File: config.mk
export PLATFORM = sky130hd
export DESIGN_NAME = basicOps
export DESIGN_NICKNAME = d
export VERILOG_FILES = /design/src/lspStability_defs.svh /design/src/lspPkg.sv /design/src/basicOps.sv
export SDC_FILE = /design/constraint.sdc
export NUM_CORES = 1
export LEC_CHECK = 0
export BUFFER_PORTS_ARGS = -buffer_cell sky130_fd_sc_hd__buf_4
export CORE_ASPECT_RATIO = 1.2
export CORE_MARGIN = 2
export CORE_UTILIZATION = 40
export DETAILED_ROUTE_END_ITERATION = 16
export GPL_TIMING_DRIVEN = 0
export PLACE_DENSITY = 0.74
export SLEW_MARGIN = 20
export SYNTH_ARGS = -nofsm -noshare
export SYNTH_HDL_FRONTEND = slang
export SYNTH_SLANG_ARGS = --single-unit
File: constraint.sdc
create_clock -name vclk -period 9.4
set_clock_uncertainty 0.1 [all_clocks]
set_input_delay 2.35 -clock vclk [all_inputs]
set_output_delay 2.35 -clock vclk [all_outputs]
set_load 0.02 [all_outputs]
File: src/lspStability_defs.svh
`ifndef LSP_STABILITY_DEFS_SVH
`define LSP_STABILITY_DEFS_SVH

//////////////////////////////////////////////////
// Scratch memory geometry
//////////////////////////////////////////////////
`define LSP_ADDR_W 11
`define LSP_DATA_W 32
`define LSP_DEPTH 2048

// LSF values per block
`define LSP_ORDER 10

//////////////////////////////////////////////////
// Stability limits in Q13
//////////////////////////////////////////////////
// Floor for the first LSF
`define LSP_L_LIMIT 40
// Ceiling for the last LSF
`define LSP_M_LIMIT 25681
// Minimum spacing of neighbours
`define LSP_GAP3 321

`endif

File: src/lspPkg.sv
package lspPkg;

	// Codec words, always signed
	typedef logic signed [15:0] word16T;
	typedef logic signed [31:0] word32T;

	// Controller states
	typedef enum logic [3:0] {
		stIdle,
		stSortRead,
		stSortCmp,
		stSortWrite,
		stLowClamp,
		stGapRead,
		stGapCmp,
		stGapWrite,
		stHighClamp,
		stFinish
	} stabStateT;

endpackage

File: src/basicOps.sv
module basicOps import lspPkg::*; (
	input  word16T addOutA,
	input  word16T addOutB,
	input  word16T subOutA,
	input  word16T subOutB,
	input  word32T lAddOutA,
	input  word32T lAddOutB,
	input  word32T lSubOutA,
	input  word32T lSubOutB,
	output word16T addIn,
	output word16T subIn,
	output word32T lAddIn,
	output word32T lSubIn
);

	// Saturation bounds
	localparam word16T maxWord16 = 16'sh7fff;
	localparam word16T minWord16 = 16'sh8000;
	localparam word32T maxWord32 = 32'sh7fff_ffff;
	localparam word32T minWord32 = 32'sh8000_0000;

	logic signed [16:0] addWide;
	logic signed [16:0] subWide;
	word32T lAddRaw;
	word32T lSubRaw;
	logic addOvf;
	logic subOvf;
	logic lAddOvf;
	logic lSubOvf;

	//////////////////////////////////////////////////
	// 16-bit add and sub
	//////////////////////////////////////////////////
	always_comb
	begin
		// One guard bit shows overflow
		addWide = {addOutA[15], addOutA} + {addOutB[15], addOutB};
		subWide = {subOutA[15], subOutA} - {subOutB[15], subOutB};
		addOvf = addWide[16] ^ addWide[15];
		subOvf = subWide[16] ^ subWide[15];
		// Guard bit gives the true sign
		addIn = addOvf ? (addWide[16] ? minWord16 : maxWord16) : addWide[15:0];
		subIn = subOvf ? (subWide[16] ? minWord16 : maxWord16) : subWide[15:0];
	end

	//////////////////////////////////////////////////
	// 32-bit add and sub
	//////////////////////////////////////////////////
	always_comb
	begin
		lAddRaw = lAddOutA + lAddOutB;
		lSubRaw = lSubOutA - lSubOutB;
		// Like signs in, other sign out
		lAddOvf = (lAddOutA[31] == lAddOutB[31]) && (lAddRaw[31] != lAddOutA[31]);
		// Unlike signs in, result flips away from A
		lSubOvf = (lSubOutA[31] != lSubOutB[31]) && (lSubRaw[31] != lSubOutA[31]);
		// Clip toward the sign of A
		lAddIn = lAddOvf ? (lAddOutA[31] ? minWord32 : maxWord32) : lAddRaw;
		lSubIn = lSubOvf ? (lSubOutA[31] ? minWord32 : maxWord32) : lSubRaw;
	end

endmodule

==> summary.md <==
| Metric | Value |
|---|---|
| Total nets after synthesis | 1133 |
| VDD IR max | roughly 0.085 mV |
| Core area | 13800 um2 |
| Post-Synthesis Cell Area | 5680 um2 |
| Std cell rows | 47 |
| Final antenna diode count | 0 |
| Standby leakage power | 0.00417 uW |
| Via count | 7147 |
| Distinct cells, synth | 76 |
| Total Routing Usage GR | 0.216 |
| Power per cell area | just over 100 nW/um2 |
| Placed instance area | about 8000 um2 |
| Share of the yosys chip area belonging to registers | 0 |
| MaxCap Viol Count | 0 |
| Io pins | between 200 and 300 |
| Via count of the first global-routing pass | 6575 |
| Remaining Overflow, GRT | 0 |
| Fin crit share | 0.963 |
| Reg area | 0 um2 |
| Final-report hold violation count | 0 |
| Total power | a little over 800 uW |
| Post-route cell area | 8060 um2 |
| Number of iterations in the first detailed-routing pass | 6 |
| Capturing instance or port of the critical path | lSubIn[29] |
| Routability congestion estimate | just over 0.9 |
| Timing startpoint of the critical path | lSubOutB[1] |
| Via/cell ratio | approximately 5.5 |
| Period minus WS final | about 9 ns |
| Yosys synthesis warning count | 0 |
| Half-perimeter wire length after detailed placement | 15700 um |
| Endpoint kind of the worst setup timing path | primary output |
| Transition time at the pin with the least slew margin | ~0.58 ns |
| Final-layout clock buffer total | 0 |
| Die ar. | 15200 um2 |
| Mean cell area of the mapped netlist | around 6.7 um2 |
| Setup repair after global routing missed its margin | no |
| Hold buffer count at CTS | 0 |
| Largest fanout on the critical path | 10 |
| Final slew viol count | 0 |
| Violation count after the first detailed-route iteration | 431 |
| Achievable frequency | 110 MHz |
| Worst Hold Launch | lAddOutB[31] |
| Die Y-Extent | around 130 um |
| Routed wirelength normalized by instance count | 14.0 um |
| Final sequential cell count | 0 |
| Data arrival, critical path | 6.60 ns |
| Starting utilization of the core area | 0.411 |
| Remaining design rule violation count | 0 |
| Share of post-route cells with drive strength above 1 | 0.283 |
| Max_slew headroom | 0.608 |
| Critical path launch point type | input port |
| Status | finished, final reports clean |
| Type of the worst setup path | input port to primary output |
| Count of buffers inserted at the top-level ports | between 200 and 300 |
| Final ANT Viol Nets | 0 |
| Net total in the final layout | 1423 |
| Final TNS setup | 0 ns |
| Die extent in x | 113 um |
| Number of antenna violations at the first check in global routing | 0 |
| CP Data Required Time | about 7.0 ns |
| Gate count after technology mapping | 842 |
| Worst min-delay path class | input port to primary output |
| Total routed wirelength | 18300 um |
| Largest net degree at the start of global routing | 11 |
| First-pass GRT wire length | 28800 um |
| Synthesis-to-finish area growth | 42.0% |
| Total of endpoints with negative setup slack in the final report | 0 |
## where the power goes
part | internal, uW | switching, uW | leakage [uW]
registers | 0 | 0 | 0
clock network | 0 | 0 | 0
logic | 362 | 449 | 0.00417
## cell usage after synthesis (all sizes together) (13+ instances only)
library cell,count,area share
a21oi,87,0.078
nand3,14,0.012
nand2,47,0.031
o21a,18,0.024
nor3,25,0.022
ha,94,0.21
inv,80,0.053
and3,13,0.014
o31ai,13,0.018
a21o,42,0.056
xor2,33,0.051
clkbuf,23,0.015
nor2,49,0.032
xnor2,38,0.059
o21ai,108,0.096
nand2b,17,0.019
## placed cells by master, fill, tap and decap left out, types with 3 or more instances in the layout
master	n
sky130_fd_sc_hd__nand2_1	46
sky130_fd_sc_hd__a31oi_1	6
sky130_fd_sc_hd__o31ai_1	12
sky130_fd_sc_hd__a21boi_0	4
sky130_fd_sc_hd__nand4_1	8
sky130_fd_sc_hd__a21oi_1	84
sky130_fd_sc_hd__and3_1	13
sky130_fd_sc_hd__and4_1	5
sky130_fd_sc_hd__fa_1	5
sky130_fd_sc_hd__a221oi_1	3
sky130_fd_sc_hd__a211oi_1	11
sky130_fd_sc_hd__o21ai_1	3
sky130_fd_sc_hd__maj3_1	7
sky130_fd_sc_hd__a21o_1	42
sky130_fd_sc_hd__buf_2	4
sky130_fd_sc_hd__or2_2	4
sky130_fd_sc_hd__buf_4	289
sky130_fd_sc_hd__o21bai_1	7
sky130_fd_sc_hd__nor2_1	49
sky130_fd_sc_hd__a21oi_2	3
sky130_fd_sc_hd__nand3_1	14
sky130_fd_sc_hd__nand2b_1	17
sky130_fd_sc_hd__xnor2_1	38
sky130_fd_sc_hd__o21a_1	17
sky130_fd_sc_hd__clkbuf_1	20
sky130_fd_sc_hd__or3_1	8
sky130_fd_sc_hd__clkbuf_2	3
sky130_fd_sc_hd__ha_1	94
sky130_fd_sc_hd__a2111oi_0	3
sky130_fd_sc_hd__a211o_1	3
sky130_fd_sc_hd__nor3_1	25
sky130_fd_sc_hd__nor2b_1	8
sky130_fd_sc_hd__o211ai_1	8
sky130_fd_sc_hd__o31a_1	4
sky130_fd_sc_hd__xor2_1	33
sky130_fd_sc_hd__o21ai_0	104
sky130_fd_sc_hd__inv_1	80
## critical path, stage by stage
cell                       delay, ns
sky130_fd_sc_hd__buf_4          0.10
sky130_fd_sc_hd__inv_1          0.08
sky130_fd_sc_hd__ha_1           0.23
sky130_fd_sc_hd__nor2b_1        0.15
sky130_fd_sc_hd__o31a_1         0.32
sky130_fd_sc_hd__o311ai_4       0.37
sky130_fd_sc_hd__o21ai_2        0.16
sky130_fd_sc_hd__a21oi_2        0.24
sky130_fd_sc_hd__o31a_1         0.20
sky130_fd_sc_hd__o21ai_0        0.09
sky130_fd_sc_hd__a221oi_1       0.33
sky130_fd_sc_hd__fa_1           0.56
sky130_fd_sc_hd__or2_2          0.33
sky130_fd_sc_hd__clkbuf_1       0.23
sky130_fd_sc_hd__nand2_2        0.21
sky130_fd_sc_hd__o21ai_0        0.10
sky130_fd_sc_hd__or3b_1         0.38
sky130_fd_sc_hd__buf_4          0.17
## cells by family (layout without fill, tap and decap cells)
family          count (synthesis)  count (layout)  share of synthesized area
simple gates                  212             212                      0.189
buf+inv                       109             397                     0.0751
xor+xnor                       71              71                      0.110
fa+ha+maj                     107             107                      0.239
mux                             1               1                    0.00198
compound gates                342             342                      0.385
## cell type report
| class | count | area, um2 |
|---|---|---|
| Timing Repair Buffer | 288 | 2160 |
| Buffer | 29 | 129 |
| Tap cell | 171 | 214 |
| Multi-Input combinational cell | 733 | 5260 |
| Fill cell | 1392 | 5760 |
| Inverter | 80 | 300 |
## per-layer routing
layer	wire [um]	vias to the layer above	track usage
met2	9340	240	0.419
li1	-	3673	-
met5	0	-	0
met3	1070	28	0.0184
met1	7400	3206	0.256
met4	448	0	0.0461
## repair_timing
action / 4_1_cts / 5_1_grt
resized for setup: 0 / 6
buffers inserted: 0 / 0
setup endpoints to repair: 0 / 21
## stage by stage
step	setup slack (ns)	util	hold WS, ns	std cells
floorplan	0.925	-	4.83	842
global placement	0.107	0.583	4.96	1301
detailed placement	0.0690	0.583	4.96	1301
CTS	0.0545	0.583	4.96	1301
global route	0.0526	0.583	4.99	1301
finish	0.350	0.583	4.96	1301
## worst min path at each step
stage                      end  slack, ns  cells past startpoint
floorplan             subIn[0]       4.83                      2
global placement    lAddIn[31]       4.96                      3
detailed placement  lAddIn[31]       4.96                      3
CTS                 lAddIn[31]       4.96                      3
global route        lAddIn[31]       4.99                      3
finish              lAddIn[31]       4.96                      3
No activity file was read; power rests on OpenSTA's default activity.
