[src/lspStability_defs.svh]
`ifndef LSP_STABILITY_DEFS_SVH
`define LSP_STABILITY_DEFS_SVH

//////////////////////////////////////////////////
// Scratch memory geometry
//////////////////////////////////////////////////
`define LSP_ADDR_W 11
`define LSP_DATA_W 32
`define LSP_DEPTH 2048

// LSF values per block
`define LSP_ORDER 10

//////////////////////////////////////////////////
// Stability limits in Q13
//////////////////////////////////////////////////
// Floor for the first LSF
`define LSP_L_LIMIT 40
// Ceiling for the last LSF
`define LSP_M_LIMIT 25681
// Minimum spacing of neighbours
`define LSP_GAP3 321

`endif

[src/lspPkg.sv]
package lspPkg;

	// Codec words, always signed
	typedef logic signed [15:0] word16T;
	typedef logic signed [31:0] word32T;

	// Controller states
	typedef enum logic [3:0] {
		stIdle,
		stSortRead,
		stSortCmp,
		stSortWrite,
		stLowClamp,
		stGapRead,
		stGapCmp,
		stGapWrite,
		stHighClamp,
		stFinish
	} stabStateT;

endpackage

[src/lspStabilityFsm.sv]
`include "lspStability_defs.svh"

module lspStabilityFsm import lspPkg::*; (
	input  logic clk,
	input  logic rstN,
	input  logic start,
	input  logic [`LSP_ADDR_W-1:0] bufAddr,
	input  word16T addIn,
	input  word16T subIn,
	input  word32T lAddIn,
	input  word32T lSubIn,
	input  logic [`LSP_DATA_W-1:0] memIn,
	output word16T addOutA,
	output word16T addOutB,
	output word16T subOutA,
	output word16T subOutB,
	output word32T lAddOutA,
	output word32T lAddOutB,
	output word32T lSubOutA,
	output word32T lSubOutB,
	output logic [`LSP_ADDR_W-1:0] memReadAddr,
	output logic [`LSP_ADDR_W-1:0] memWriteAddr,
	output logic [`LSP_DATA_W-1:0] memOut,
	output logic memWriteEn,
	output logic done
);

	stabStateT state;
	stabStateT stateNext;
	// i walks the pair, j counts sort passes
	logic [3:0] i;
	logic [3:0] iNext;
	logic [3:0] j;
	logic [3:0] jNext;
	// Second cycle of a read or write pair
	logic phase;
	logic phaseNext;
	// Holding registers for neighbouring values
	word16T regA;
	word16T regB;
	word16T memWord;
	word16T writeWord;
	logic addOne;
	logic [3:0] offset;
	logic below;
	logic passEnd;
	// Write address relative to the block
	logic [`LSP_ADDR_W-1:0] writeOffset;

	// Low half of the memory word is the LSF
	assign memWord = memIn[15:0];
	// Sign of the shared 32-bit difference
	assign below = lSubIn[31];
	// Last pair of this sort pass
	assign passEnd = ({12'd0, i} == subIn);

	//////////////////////////////////////////////////
	// Operand routing to the shared operators
	//////////////////////////////////////////////////
	always_comb
	begin
		case (state)
			stSortRead, stSortWrite, stGapRead: addOne = phase;
			stGapWrite, stHighClamp: addOne = 1'b1;
			default: addOne = 1'b0;
		endcase
		offset = i + {3'd0, addOne};
		// Buffer address is bufAddr plus the index
		lAddOutA = {{(32 - `LSP_ADDR_W){1'b0}}, bufAddr};
		lAddOutB = {28'd0, offset};
		// Next value for the gap pass
		addOutA = regA;
		addOutB = word16T'(`LSP_GAP3);
		// Last index of pass j
		subOutA = word16T'(`LSP_ORDER - 2);
		subOutB = {12'd0, j};
		case (state)
			stLowClamp:
			begin
				lSubOutA = word32T'(regA);
				lSubOutB = word32T'(`LSP_L_LIMIT);
			end
			stGapCmp:
			begin
				lSubOutA = word32T'(memWord);
				lSubOutB = word32T'(addIn);
			end
			stHighClamp:
			begin
				lSubOutA = word32T'(`LSP_M_LIMIT);
				lSubOutB = word32T'(regB);
			end
			// Sort compare of buf[i+1] against buf[i]
			default:
			begin
				lSubOutA = word32T'(memWord);
				lSubOutB = word32T'(regA);
			end
		endcase
	end

	// Reads and writes never share a cycle
	assign memReadAddr = lAddIn[`LSP_ADDR_W-1:0];
	assign memWriteAddr = lAddIn[`LSP_ADDR_W-1:0];
	assign writeOffset = memWriteAddr - bufAddr;

	//////////////////////////////////////////////////
	// Write-back data
	//////////////////////////////////////////////////
	always_comb
	begin
		case (state)
			// Smaller value first
			stSortWrite: writeWord = phase ? regB : regA;
			stLowClamp: writeWord = below ? word16T'(`LSP_L_LIMIT) : regA;
			stHighClamp: writeWord = below ? word16T'(`LSP_M_LIMIT) : regB;
			default: writeWord = regB;
		endcase
		memOut = {{(`LSP_DATA_W - 16){writeWord[15]}}, writeWord};
	end

	assign memWriteEn = state inside {stSortWrite, stLowClamp, stGapWrite, stHighClamp};
	assign done = (state == stFinish);

	//////////////////////////////////////////////////
	// Next state and counters
	//////////////////////////////////////////////////
	always_comb
	begin
		stateNext = state;
		iNext = i;
		jNext = j;
		phaseNext = 1'b0;
		case (state)
			stIdle:
			begin
				if (start)
				begin
					stateNext = stSortRead;
					iNext = '0;
					jNext = '0;
				end
			end
			stSortRead:
			begin
				phaseNext = !phase;
				if (phase)
				begin
					stateNext = stSortCmp;
				end
			end
			stSortCmp, stSortWrite:
			begin
				if (state == stSortCmp && below)
				begin
					stateNext = stSortWrite;
				end
				else if (state == stSortWrite && !phase)
				begin
					phaseNext = 1'b1;
				end
				else if (!passEnd)
				begin
					stateNext = stSortRead;
					iNext = i + 4'd1;
				end
				else if (j == 4'(`LSP_ORDER - 2))
				begin
					stateNext = stLowClamp;
					iNext = '0;
				end
				else
				begin
					// Next pass is one pair shorter
					stateNext = stSortRead;
					iNext = '0;
					jNext = j + 4'd1;
				end
			end
			stLowClamp: stateNext = stGapRead;
			stGapRead:
			begin
				phaseNext = !phase;
				if (phase)
				begin
					stateNext = stGapCmp;
				end
			end
			stGapCmp, stGapWrite:
			begin
				if (state == stGapCmp && below)
				begin
					stateNext = stGapWrite;
				end
				else if (i == 4'(`LSP_ORDER - 2))
				begin
					stateNext = stHighClamp;
				end
				else
				begin
					stateNext = stGapRead;
					iNext = i + 4'd1;
				end
			end
			stHighClamp: stateNext = stFinish;
			default: stateNext = stIdle;
		endcase
	end

	always_ff @(posedge clk)
	begin
		if (!rstN)
		begin
			state <= stIdle;
			i <= '0;
			j <= '0;
			phase <= 1'b0;
		end
		else
		begin
			state <= stateNext;
			i <= iNext;
			j <= jNext;
			phase <= phaseNext;
		end
	end

	//////////////////////////////////////////////////
	// Holding registers
	//////////////////////////////////////////////////
	always_ff @(posedge clk)
	begin
		case (state)
			// buf[i] arrives on the second read cycle
			stSortRead, stGapRead:
			begin
				if (phase)
				begin
					regA <= memWord;
				end
			end
			// Keep the pair in ascending order
			stSortCmp:
			begin
				if (below)
				begin
					regA <= memWord;
					regB <= regA;
				end
				else
				begin
					regB <= memWord;
				end
			end
			stGapCmp: regB <= below ? addIn : memWord;
		endcase
	end

	// done lasts one cycle before idle
	doneOnePulse: assert property (
		@(posedge clk) disable iff (!rstN) done |=> !done
	);
	// Controller writes stay inside the ten-word block
	writeInBlock: assert property (
		@(posedge clk) disable iff (!rstN) memWriteEn |-> (writeOffset < `LSP_ORDER)
	);
	indexInRange: assert property (
		@(posedge clk) disable iff (!rstN) i < `LSP_ORDER
	);

endmodule

[config.mk]
export PLATFORM = sky130hd
export DESIGN_NAME = lspStabilityFsm
export DESIGN_NICKNAME = d
export VERILOG_FILES = /design/src/lspPkg.sv /design/src/lspStabilityFsm.sv
export VERILOG_INCLUDE_DIRS = /design/src
export SDC_FILE = /design/constraint.sdc
export NUM_CORES = 1
export LEC_CHECK = 0
export BUFFER_PORTS_ARGS = -buffer_cell sky130_fd_sc_hd__buf_2
export CORE_AREA = 2 2 151 153
export CTS_CLUSTER_SIZE = 12
export DETAILED_ROUTE_END_ITERATION = 6
export DIE_AREA = 0 0 153 155
export PLACE_DENSITY_LB_ADDON = 0.2
export SETUP_SLACK_MARGIN = 0.2
export SYNTH_ARGS = -nofsm -noshare
export SYNTH_HDL_FRONTEND = slang
export SYNTH_SLANG_ARGS = --single-unit
[constraint.sdc]
create_clock -name clk -period 2.4 [get_ports clk]
set_input_delay 0.36 -clock clk [delete_from_list [all_inputs] [get_ports clk]]
set_output_delay 0.36 -clock clk [all_outputs]
set_load 0.01 [all_outputs]
==> results.yml, run 1 <==
outcome:
  run_status: "finished with violations"
  violations: "negative setup slack"
timing:
  tns_ns: -3.32
  timing_hold_violations_final: 0
  setup_viol_count_final: 53
  post-route-min-period_ns: 2.51
  final.setup_skew_ns: 0.00904
  rsz0062_at_grt: "true"
  max-slew-margin-rel_pct: 46.7
  max_freq_mhz: 398
  drv_slew: 0
  layout_worst_path_cycle_share_pct: 105
  tightest_slew_ns: 0.800
  minimum_setup_slack_in_the_final_design_ns: -0.111
power:
  power.density_mw_per_mm2: 536
  max-vdd-ir-drop_uv: 296
  p_seq_share_pct: 30.8
  power_report.internal_total_w: 0.00214
  share_comb_of_total_power_pct: 40.2
  power.switching_fraction_pct: 34.8
  total_power_w: 0.00328
  power.static_leakage_nw: 2.77
  power_switching_w: 0.00114
  clkPwrFrac_pct: 29.0
critical_path:
  worst_ep_arrival_time_ns: 2.15
  setup.worst_path.end_class: "output port"
  timing.critical_path.slowest_stage_cell: "or4b_4"
  crit_path_cell_trace: "buf_6, or4b_4, buf_8, o21ai_4, buf_12, buf_16, a22o_1, buf_2"
  start_kind: "register"
  crit_path_max_incr_delay_ns: 0.54
  worst_ep_required_time_ns: 2.04
  setup.worst_path.class: "register to output port"
  reg2reg_slack_ns: 0.31
  cp_max_fo: 7
detailed_routing:
  length_of_the_first_detailed_routing_pass_in_iterations: 4
  drc: 0
  drtAntennaViolNets: 0
  vias: 4020
  viasPerCell: 4.18
  routed_wirelength_mm: 15.2
  drt_first_iter_violations: 159
  detailed_route_wire_length_per_cell_microns: 15.8
clocking:
  clock_tree.htree_level_count: 2
  max-clock-path-buffers: 2
  tritoncts_num_sinks: 45
  ctsHoldBuffers: 0
  cts.reportedPaths.clkPinSlew_ns: 0.08
  clock_insertion_delay_worst_skew_ns: 0.31
  clockRootBuffer: "clkbuf_16"
  tritoncts_clock_tree: "yes"
  cts_made_buffers: 5
grt:
  number_of_global_route_vias_before_repair: 3732
  grt_overflow_total: 0
  grt_use_total_pct: 11.7
  largest_net_degree_at_the_start_of_global_routing: 32
  grt_first_pass_wirelength_mm: 21.9
  grt_antenna_before_repair: 0
die:
  number_of_placement_rows: 55
  num_io_pins: 390
  die_w_microns: 153
  core_sq_mm: 0.0222
  die_area_sq_mm: 0.0237
  initial_core_util_pct: 20.2
  floorplan.die.height_microns: 155
synth:
  yosysMostFrequentCell: "buf_4"
  synth-async-reset-ratio_pct: 0
  syn-mean-instance-area_sq_um: 8.18
  synth_warnings: 0
  post-synth-top-area-fraction_pct: 29.3
  synth-main-ff-cell: "edfxtp_1"
  number_of_enable_type_register_cells_in_the_synthesized_netlist: 32
  synth.lib_cells_used.distinct: 60
  sequential_element_share_of_the_synthesized_area_pct: 27.2
  synth_common_cells: "buf_4, a21oi_1, nand2_1"
  synth.area.top_cells: "buf_4, edfxtp_1, dfxtp_1"
  syn-instance-count: 548
  postSynthRegisterBits: 45
  netlist.top_cell.by_area: "buf_4"
  synth_area_sq_mm: 0.00448
cells_and_area:
  diodes: 0
  areaGrowthSynthToFinish_pct: 36.4
  stdcell_count: 962
  fillCellCount: 2406
  multi_input_comb_area_sq_mm: 0.00245
  proportion_of_layout_cells_with_a_drive_suffix_above_1_pct: 43.1
  net_count_of_the_finished_layout: 824
  sequential_cell_area_sq_mm: 0.00123
worst_hold_path:
  timing.hold.worst.class: "input pin to register"
placement:
  hpwlAfterDp_mm: 10.1
  routabilityCongestion: 0.748
  place.port_buffers: 173
  placedCellCount: 921
run:
  cap_violations: 0
==> layout make-up <==
type | count | area share (%)
multi-input cells | 383 | 40.0
flip-flops and latches | 45 | 20.0
repair buffers | 230 | 30.2
inverters | 11 | 0.675
clock buffers | 5 | 2.05
clock inverters | 3 | 1.13
well taps | 285 | 5.83
==> metrics by stage <==
step	hold slack [ns]	utilization, %	cell area [sq um]	setup WS, ns
2_1_floorplan	0.459	-	4870	0.206
3_3_place_gp	0.534	22.0	4890	-0.0526
3_5_place_dp	0.525	22.0	4890	-0.0349
4_1_cts	0.240	25.5	5670	-0.151
5_1_grt	0.257	27.5	6120	-0.180
6_report	0.253	27.5	6120	-0.111
==> metal layers <==
metal,GRT usage [%],share of wire [%]
met4,3.57,1.6
met2,19.2,48
met1,14.7,43
met3,3.43,6.9
met5,0,0
==> path summary, 6_finish.rpt <==
kind | start | end | cells after the start
worst max-delay path | state[1] | memOut[11] | 8
worst min-delay path | memIn[7] | addOutA[7] | 1
worst min register to register | j[1] | j[1] | 2
worst max register to register | state[0] | j[3] | 9
==> state kept, by name (all words and copies together) (netlist names) <==
signal,flops
regB,16
addOutA,16
i,4
j,4
state,4
phase,1
==> power groups by stage <==
stage	registers (W)	clock network, W	logic (W)
2_1_floorplan	0.00101	0	0.000890
3_3_place_gp	0.00101	0	0.00106
3_5_place_dp	0.00101	0	0.00105
4_1_cts	0.00100	0.000980	0.00115
5_1_grt	0.00102	0.00101	0.00144
6_report	0.00101	0.000950	0.00132
==> critical path, delay by kind of cell, from the launching register on <==
kind            cells  cell delay, ns
flops               1            0.34
compound gates      2            0.31
buf+inv             5            0.65
simple gates        1            0.54
==> cell families (layout without fill, tap and decap cells) <==
group                      after synthesis  in the layout  share of synthesized area, %
xor gates and xnor gates                 6              6                          1.17
adders and majority gates                6              6                          1.67
and+or+nand+nor                        152            152                          17.7
muxes                                    1              1                         0.307
other                                    2             93                         0.167
AOI/OAI and AO/OA                      120            125                          18.6
buffers and inverters                  216            249                          33.1
DFF                                     45             45                          27.2
==> placed cells by master, fill, tap and decap left out, drive strengths merged, types with 7 or more instances in the layout <==
cell,Yosys,layout
buf,186,228
conb,2,93
a21oi,44,44
nand2,43,43
nor2,36,36
edfxtp,32,32
a22o,18,21
a221o,14,16
and2,14,14
o21ai,14,14
dfxtp,13,13
nand3,13,13
inv,11,12
nand2b,10,10
clkbuf,19,7
==> repair_timing <==
action / 4_1_cts / 5_1_grt
resized for setup: 84 / 61
pin swaps: 20 / 17
gates cloned: 5 / 4
setup endpoints to repair: 101 / 100
setup buffers: 16 / 8
Power figures use the tool's default switching activity.
==> run 2: changes to the inputs <==
--- a/config.mk
+++ b/config.mk
@@ -7,10 +7,10 @@
 export NUM_CORES = 1
 export LEC_CHECK = 0
 export BUFFER_PORTS_ARGS = -buffer_cell sky130_fd_sc_hd__buf_2
-export CORE_AREA = 2 2 151 153
+export CORE_AREA = 3 3 152 154
 export CTS_CLUSTER_SIZE = 12
 export DETAILED_ROUTE_END_ITERATION = 6
-export DIE_AREA = 0 0 153 155
+export DIE_AREA = 0 0 155 157
 export PLACE_DENSITY_LB_ADDON = 0.2
 export SETUP_SLACK_MARGIN = 0.2
 export SYNTH_ARGS = -nofsm -noshare
==> results.yml, run 2 (same netlist as run 1, synthesis figures left out) <==
cells_and_area:
  diodes: 0
  final_cell_area_sq_mm: 0.00589
  areaGrowthSynthToFinish_pct: 31.4
  fillCellCount: 2388
  proportion_of_layout_cells_with_a_drive_suffix_above_1_pct: 43.2
  net_count_of_the_finished_layout: 823
  final_common_cell: "buf_2"
  layout_common_cells: "buf_2, conb_1, buf_6"
  stdcell_count: 956
timing:
  max-slew-margin-rel_pct: 48.8
  timing_hold_violations_final: 0
  max_freq_mhz: 401
  layout_worst_path_cycle_share_pct: 104
  final.setup_skew_ns: 0.00786
  finalHoldWorstSlack_ns: 0.259
  post-route-min-period_ns: 2.49
  tightest_slew_ns: 0.768
  drv_slew: 0
  setup_viol_count_final: 55
  minimum_setup_slack_in_the_final_design_ns: -0.0918
  rsz0062_at_grt: "true"
power:
  share_comb_of_total_power_pct: 42.7
  p_seq_share_pct: 33.2
  clkPwrFrac_pct: 24.1
  power.static_leakage_nw: 2.68
  max-vdd-ir-drop_uv: 272
  power.density_mw_per_mm2: 516
  power.switching_fraction_pct: 37.3
  total_power_w: 0.00304
  power_report.internal_total_w: 0.00191
  power_switching_w: 0.00113
detailed_routing:
  drtAntennaViolNets: 0
  routed_wirelength_mm: 14.9
  length_of_the_first_detailed_routing_pass_in_iterations: 4
  drc: 0
  detailed_route_wire_length_per_cell_microns: 15.6
  drt_first_iter_violations: 176
  vias: 3930
  viasPerCell: 4.11
critical_path:
  worst_r2r_dst: "j[3]"
  rr_startpoint: "state[1]"
  setup.worst_path.end_class: "output port"
  start_kind: "register"
  reg2reg_slack_ns: 0.37
  setup.worst_path.class: "register to output port"
  worst_ep_arrival_time_ns: 2.13
  worst_ep_required_time_ns: 2.04
  r2r_cells: 7
  cp_max_fo: 9
placement:
  placedCellCount: 919
  hpwlAfterDp_mm: 10.8
  place.port_buffers: 173
  routabilityCongestion: 0.742
  postPlaceCellArea_sq_mm: 0.00491
clocking:
  clock_insertion_delay_worst_skew_ns: 0.30
  cts_made_buffers: 5
  max-clock-path-buffers: 2
  tritoncts_num_sinks: 45
  clockRootBuffer: "clkbuf_16"
  tritoncts_clock_tree: "yes"
  cts.reportedPaths.clkPinSlew_ns: 0.07
  clock_tree.htree_level_count: 2
grt:
  grt_overflow_total: 0
  grt_antenna_before_repair: 0
  grt_use_total_pct: 11.2
  number_of_global_route_vias_before_repair: 3640
  grt_first_pass_wirelength_mm: 21.5
  largest_net_degree_at_the_start_of_global_routing: 30
run:
  cap_violations: 0
die:
  initial_core_util_pct: 20.5
  core_sq_mm: 0.0218
  number_of_placement_rows: 54
  die_w_microns: 155
  die_area_sq_mm: 0.0243
  floorplan.die.height_microns: 157
  num_io_pins: 390
worst_hold_path:
  worst_hold_path.endpoint: "addOutA[8]"
  min-delay-start: "memIn[8]"
  min_delay_path_depth: 1
  timing.hold.worst.class: "input pin to register"
outcome:
  run_status: "finished with violations"
  violations: "negative setup slack"
run 2: cell types whose count changed in the layout (fill, tap and decap cells not counted), sizes merged:
cell and delta:
bufinv -2, clkinvlp +2, a221o -2, buf +3, clkbuf -2
run 2: critical path: stages, from the launching register on:
cell	delay, ns
dfxtp_2	0.33
buf_6	0.12
or4b_4	0.55
nand2_2	0.11
mux2i_4	0.08
buf_12	0.16
a22o_4	0.30
buf_2	0.15
run 2: power by group through the flow:
stage          clock [W]  sequential [W]  combinational, W
6_report        0.000733         0.00101           0.00130
5_1_grt         0.000798         0.00102           0.00143
4_1_cts         0.000766         0.00101           0.00122
3_5_place_dp           0         0.00101           0.00106
3_3_place_gp           0         0.00102           0.00106
2_1_floorplan          0         0.00101          0.000890
run 2: area by class of cell:
class	count	area (sq um)	share of cell area (%)
clock buffer	5	125	2.12
tap	280	350	5.94
multi-input combinational	381	2420	41.1
inverter	11	41.3	0.700
clock inverter	3	21.3	0.361
sequential	45	1230	20.8
timing repair buffer	231	1710	28.9
run 2: timing repair:
action                                  in CTS  in global routing
hold buffers                                 0                  0
cloned                                       1                  2
pin swaps                                    7                 19
gates resized for setup                     53                 65
buffers inserted                            17                  9
endpoints found under the setup margin     101                 98
run 2: metrics by stage:
step                setup TNS (ns)  utilization, %  worst slack [ns]
finish                       -3.27            27.0           -0.0918
global route                 -7.54            27.0            -0.162
CTS                          -2.68            25.2            -0.106
detailed placement           -2.61            22.5           -0.0834
global placement             -2.00            22.5           -0.0744
floorplan                        0               -             0.206
run 2: worst max-delay path by stage:
stage / from / to / slack, ns / cells after the start
after global placement: state[3] / memOut[27] / -0.07 / 4
after floorplan: state[0] / memOut[16] / 0.21 / 7
after detailed placement: state[3] / memOut[17] / -0.08 / 4
after global routing: state[0] / memOut[29] / -0.16 / 7
final: state[0] / memOut[29] / -0.09 / 7
after CTS: state[1] / memOut[6] / -0.11 / 8
run 2: routing by layer:
metal / GRT usage [%] / routed length, microns / vias to the layer above
li1: - / - / 1914
met1: 15.0 / 6430 / 1849
met2: 17.9 / 7170 / 161
met3: 3.68 / 1200 / 6
met4: 2.19 / 117 / 0
met5: 0 / 0 / -
==> run 3: changes to the inputs <==
==> constraint.sdc (replaced) <==
create_clock -name clk -period 2.05 [get_ports clk]
set_input_delay 0.3075 -clock clk [delete_from_list [all_inputs] [get_ports clk]]
set_output_delay 0.3075 -clock clk [all_outputs]
set_load 0.01 [all_outputs]
==> results.yml, run 3 (same netlist as run 1, synthesis figures left out) <==
detailed_routing:
  length_of_the_first_detailed_routing_pass_in_iterations: 4
  routed_wirelength_mm: 15.3
  drtAntennaViolNets: 0
  viasPerCell: 4.20
  detailed_route_wire_length_per_cell_microns: 15.7
  drt_first_iter_violations: 167
  vias: 4111
  drc: 0
critical_path:
  r2r_cells: 8
  start_kind: "register"
  cp_max_fo: 9
  setup.worst_path.class: "register to output port"
  worst_ep_arrival_time_ns: 2.08
  worst_r2r_dst: "j[3]"
  setup.worst_path.end_class: "output port"
  reg2reg_slack_ns: 0.04
  rr_startpoint: "state[1]"
  worst_ep_required_time_ns: 1.74
  worstSetupStartpoint: "state[1]"
  endpoint: "memOut[20]"
outcome:
  violations: "negative setup slack"
  run_status: "finished with violations"
cells_and_area:
  areaGrowthSynthToFinish_pct: 39.9
  diodes: 0
  sequential_cell_area_sq_mm: 0.00124
  proportion_of_layout_cells_with_a_drive_suffix_above_1_pct: 49.8
  net_count_of_the_finished_layout: 846
  final_common_cell: "buf_2"
  multi_input_comb_area_sq_mm: 0.00256
  fillCellCount: 2386
  layout_common_cells: "buf_2, conb_1, buf_6"
clocking:
  clockRootBuffer: "clkbuf_16"
  max-clock-path-buffers: 2
  tritoncts_clock_tree: "yes"
  cts.reportedPaths.clkPinSlew_ns: 0.07
  tritoncts_num_sinks: 45
  clock_tree.htree_level_count: 2
  clock_insertion_delay_worst_skew_ns: 0.30
  cts_made_buffers: 5
die:
  initial_core_util_pct: 20.5
  core_sq_mm: 0.0218
  num_io_pins: 390
  die_w_microns: 155
  floorplan.die.height_microns: 157
  number_of_placement_rows: 54
  die_area_sq_mm: 0.0243
run:
  cap_violations: 0
grt:
  grt_overflow_total: 0
  grt_first_pass_wirelength_mm: 21.5
  largest_net_degree_at_the_start_of_global_routing: 20
  grt_use_total_pct: 11.2
  number_of_global_route_vias_before_repair: 3691
  grt_antenna_before_repair: 1
timing:
  minimum_setup_slack_in_the_final_design_ns: -0.338
  timing_hold_violations_final: 0
  post-route-min-period_ns: 2.39
  drv_slew: 0
  max_freq_mhz: 419
  rsz0062_at_grt: "true"
  finalHoldWorstSlack_ns: 0.207
  final.setup_skew_ns: 0.00949
  layout_worst_path_cycle_share_pct: 117
  setup_viol_count_final: 100
power:
  share_comb_of_total_power_pct: 41.4
  p_seq_share_pct: 32.5
  power.density_mw_per_mm2: 588
  power_switching_w: 0.00132
  power_report.internal_total_w: 0.00237
  max-vdd-ir-drop_uv: 354
  clkPwrFrac_pct: 26.0
  power.static_leakage_nw: 2.89
  power.switching_fraction_pct: 35.8
placement:
  dp_worst_setup_slack_ns: -0.0980
  hpwlAfterDp_mm: 11.0
  place.port_buffers: 173
  routabilityCongestion: 0.763
worst_hold_path:
  timing.hold.worst.class: "input pin to register"
  min-delay-start: "memIn[7]"
run 3: through the flow:
| step | util [%] | area (sq um) | instances | total power, W | TNS [ns] |
|---|---|---|---|---|---|
| 4_1_cts | 25.5 | 5560 | 961 | 0.00352 | -23.76 |
| 5_1_grt | 28.7 | 6270 | 979 | 0.00393 | -29.04 |
| 3_5_place_dp | 23.7 | 5170 | 941 | 0.00251 | -2.38 |
| 6_report | 28.7 | 6270 | 979 | 0.00369 | -21.83 |
| 2_1_floorplan | - | 5010 | 639 | 0.00229 | -0.490 |
| 3_3_place_gp | 23.7 | 5170 | 941 | 0.00252 | -3.06 |
run 3: layer usage:
metal  wire length [microns]  global-route usage, %
met5                       7                      0
met4                     133                   2.44
met3                    1020                   3.02
met2                    7610                   18.7
met1                    6570                   14.6
run 3: critical path, cell delays in order (launching register included):
cell,delay (ns)
dfxtp_4,0.37
or4b_4,0.59
mux2i_4,0.22
buf_12,0.16
a22o_4,0.28
buf_2,0.15
run 3: worst min-delay path by stage:
| stage | depth (start not counted) | to | slack (ns) |
|---|---|---|---|
| after floorplan | 0 | addOutA[0] | 0.41 |
| after global placement | 1 | addOutA[2] | 0.52 |
| after detailed placement | 1 | addOutA[7] | 0.52 |
| after CTS | 1 | addOutA[7] | 0.19 |
| after global routing | 1 | addOutA[1] | 0.20 |
| final | 1 | addOutA[7] | 0.21 |
run 3: final cells by class:
| class | instances | area share [%] |
|---|---|---|
| multi-input cells | 382 | 40.8 |
| repair buffers | 253 | 30.6 |
| flip-flops and latches | 45 | 19.7 |
| well taps | 280 | 5.58 |
| clock buffers | 5 | 1.99 |
| clock inverters | 3 | 0.658 |
| inverters | 11 | 0.658 |
run 3: power groups by stage:
stage	clock [W]	combinational, W	sequential (W)
floorplan	0	0.00110	0.00119
detailed placement	0	0.00130	0.00120
finish	0.000960	0.00153	0.00120
global placement	0	0.00131	0.00120
CTS	0.00100	0.00133	0.00119
global route	0.00104	0.00167	0.00122
run 3: repair_timing:
item	in CTS	in global routing
buffers inserted	8	15
setup endpoints to repair	121	111
hold buffers	0	0
resized for setup	22	132
pin swaps	7	39
gates cloned	4	3
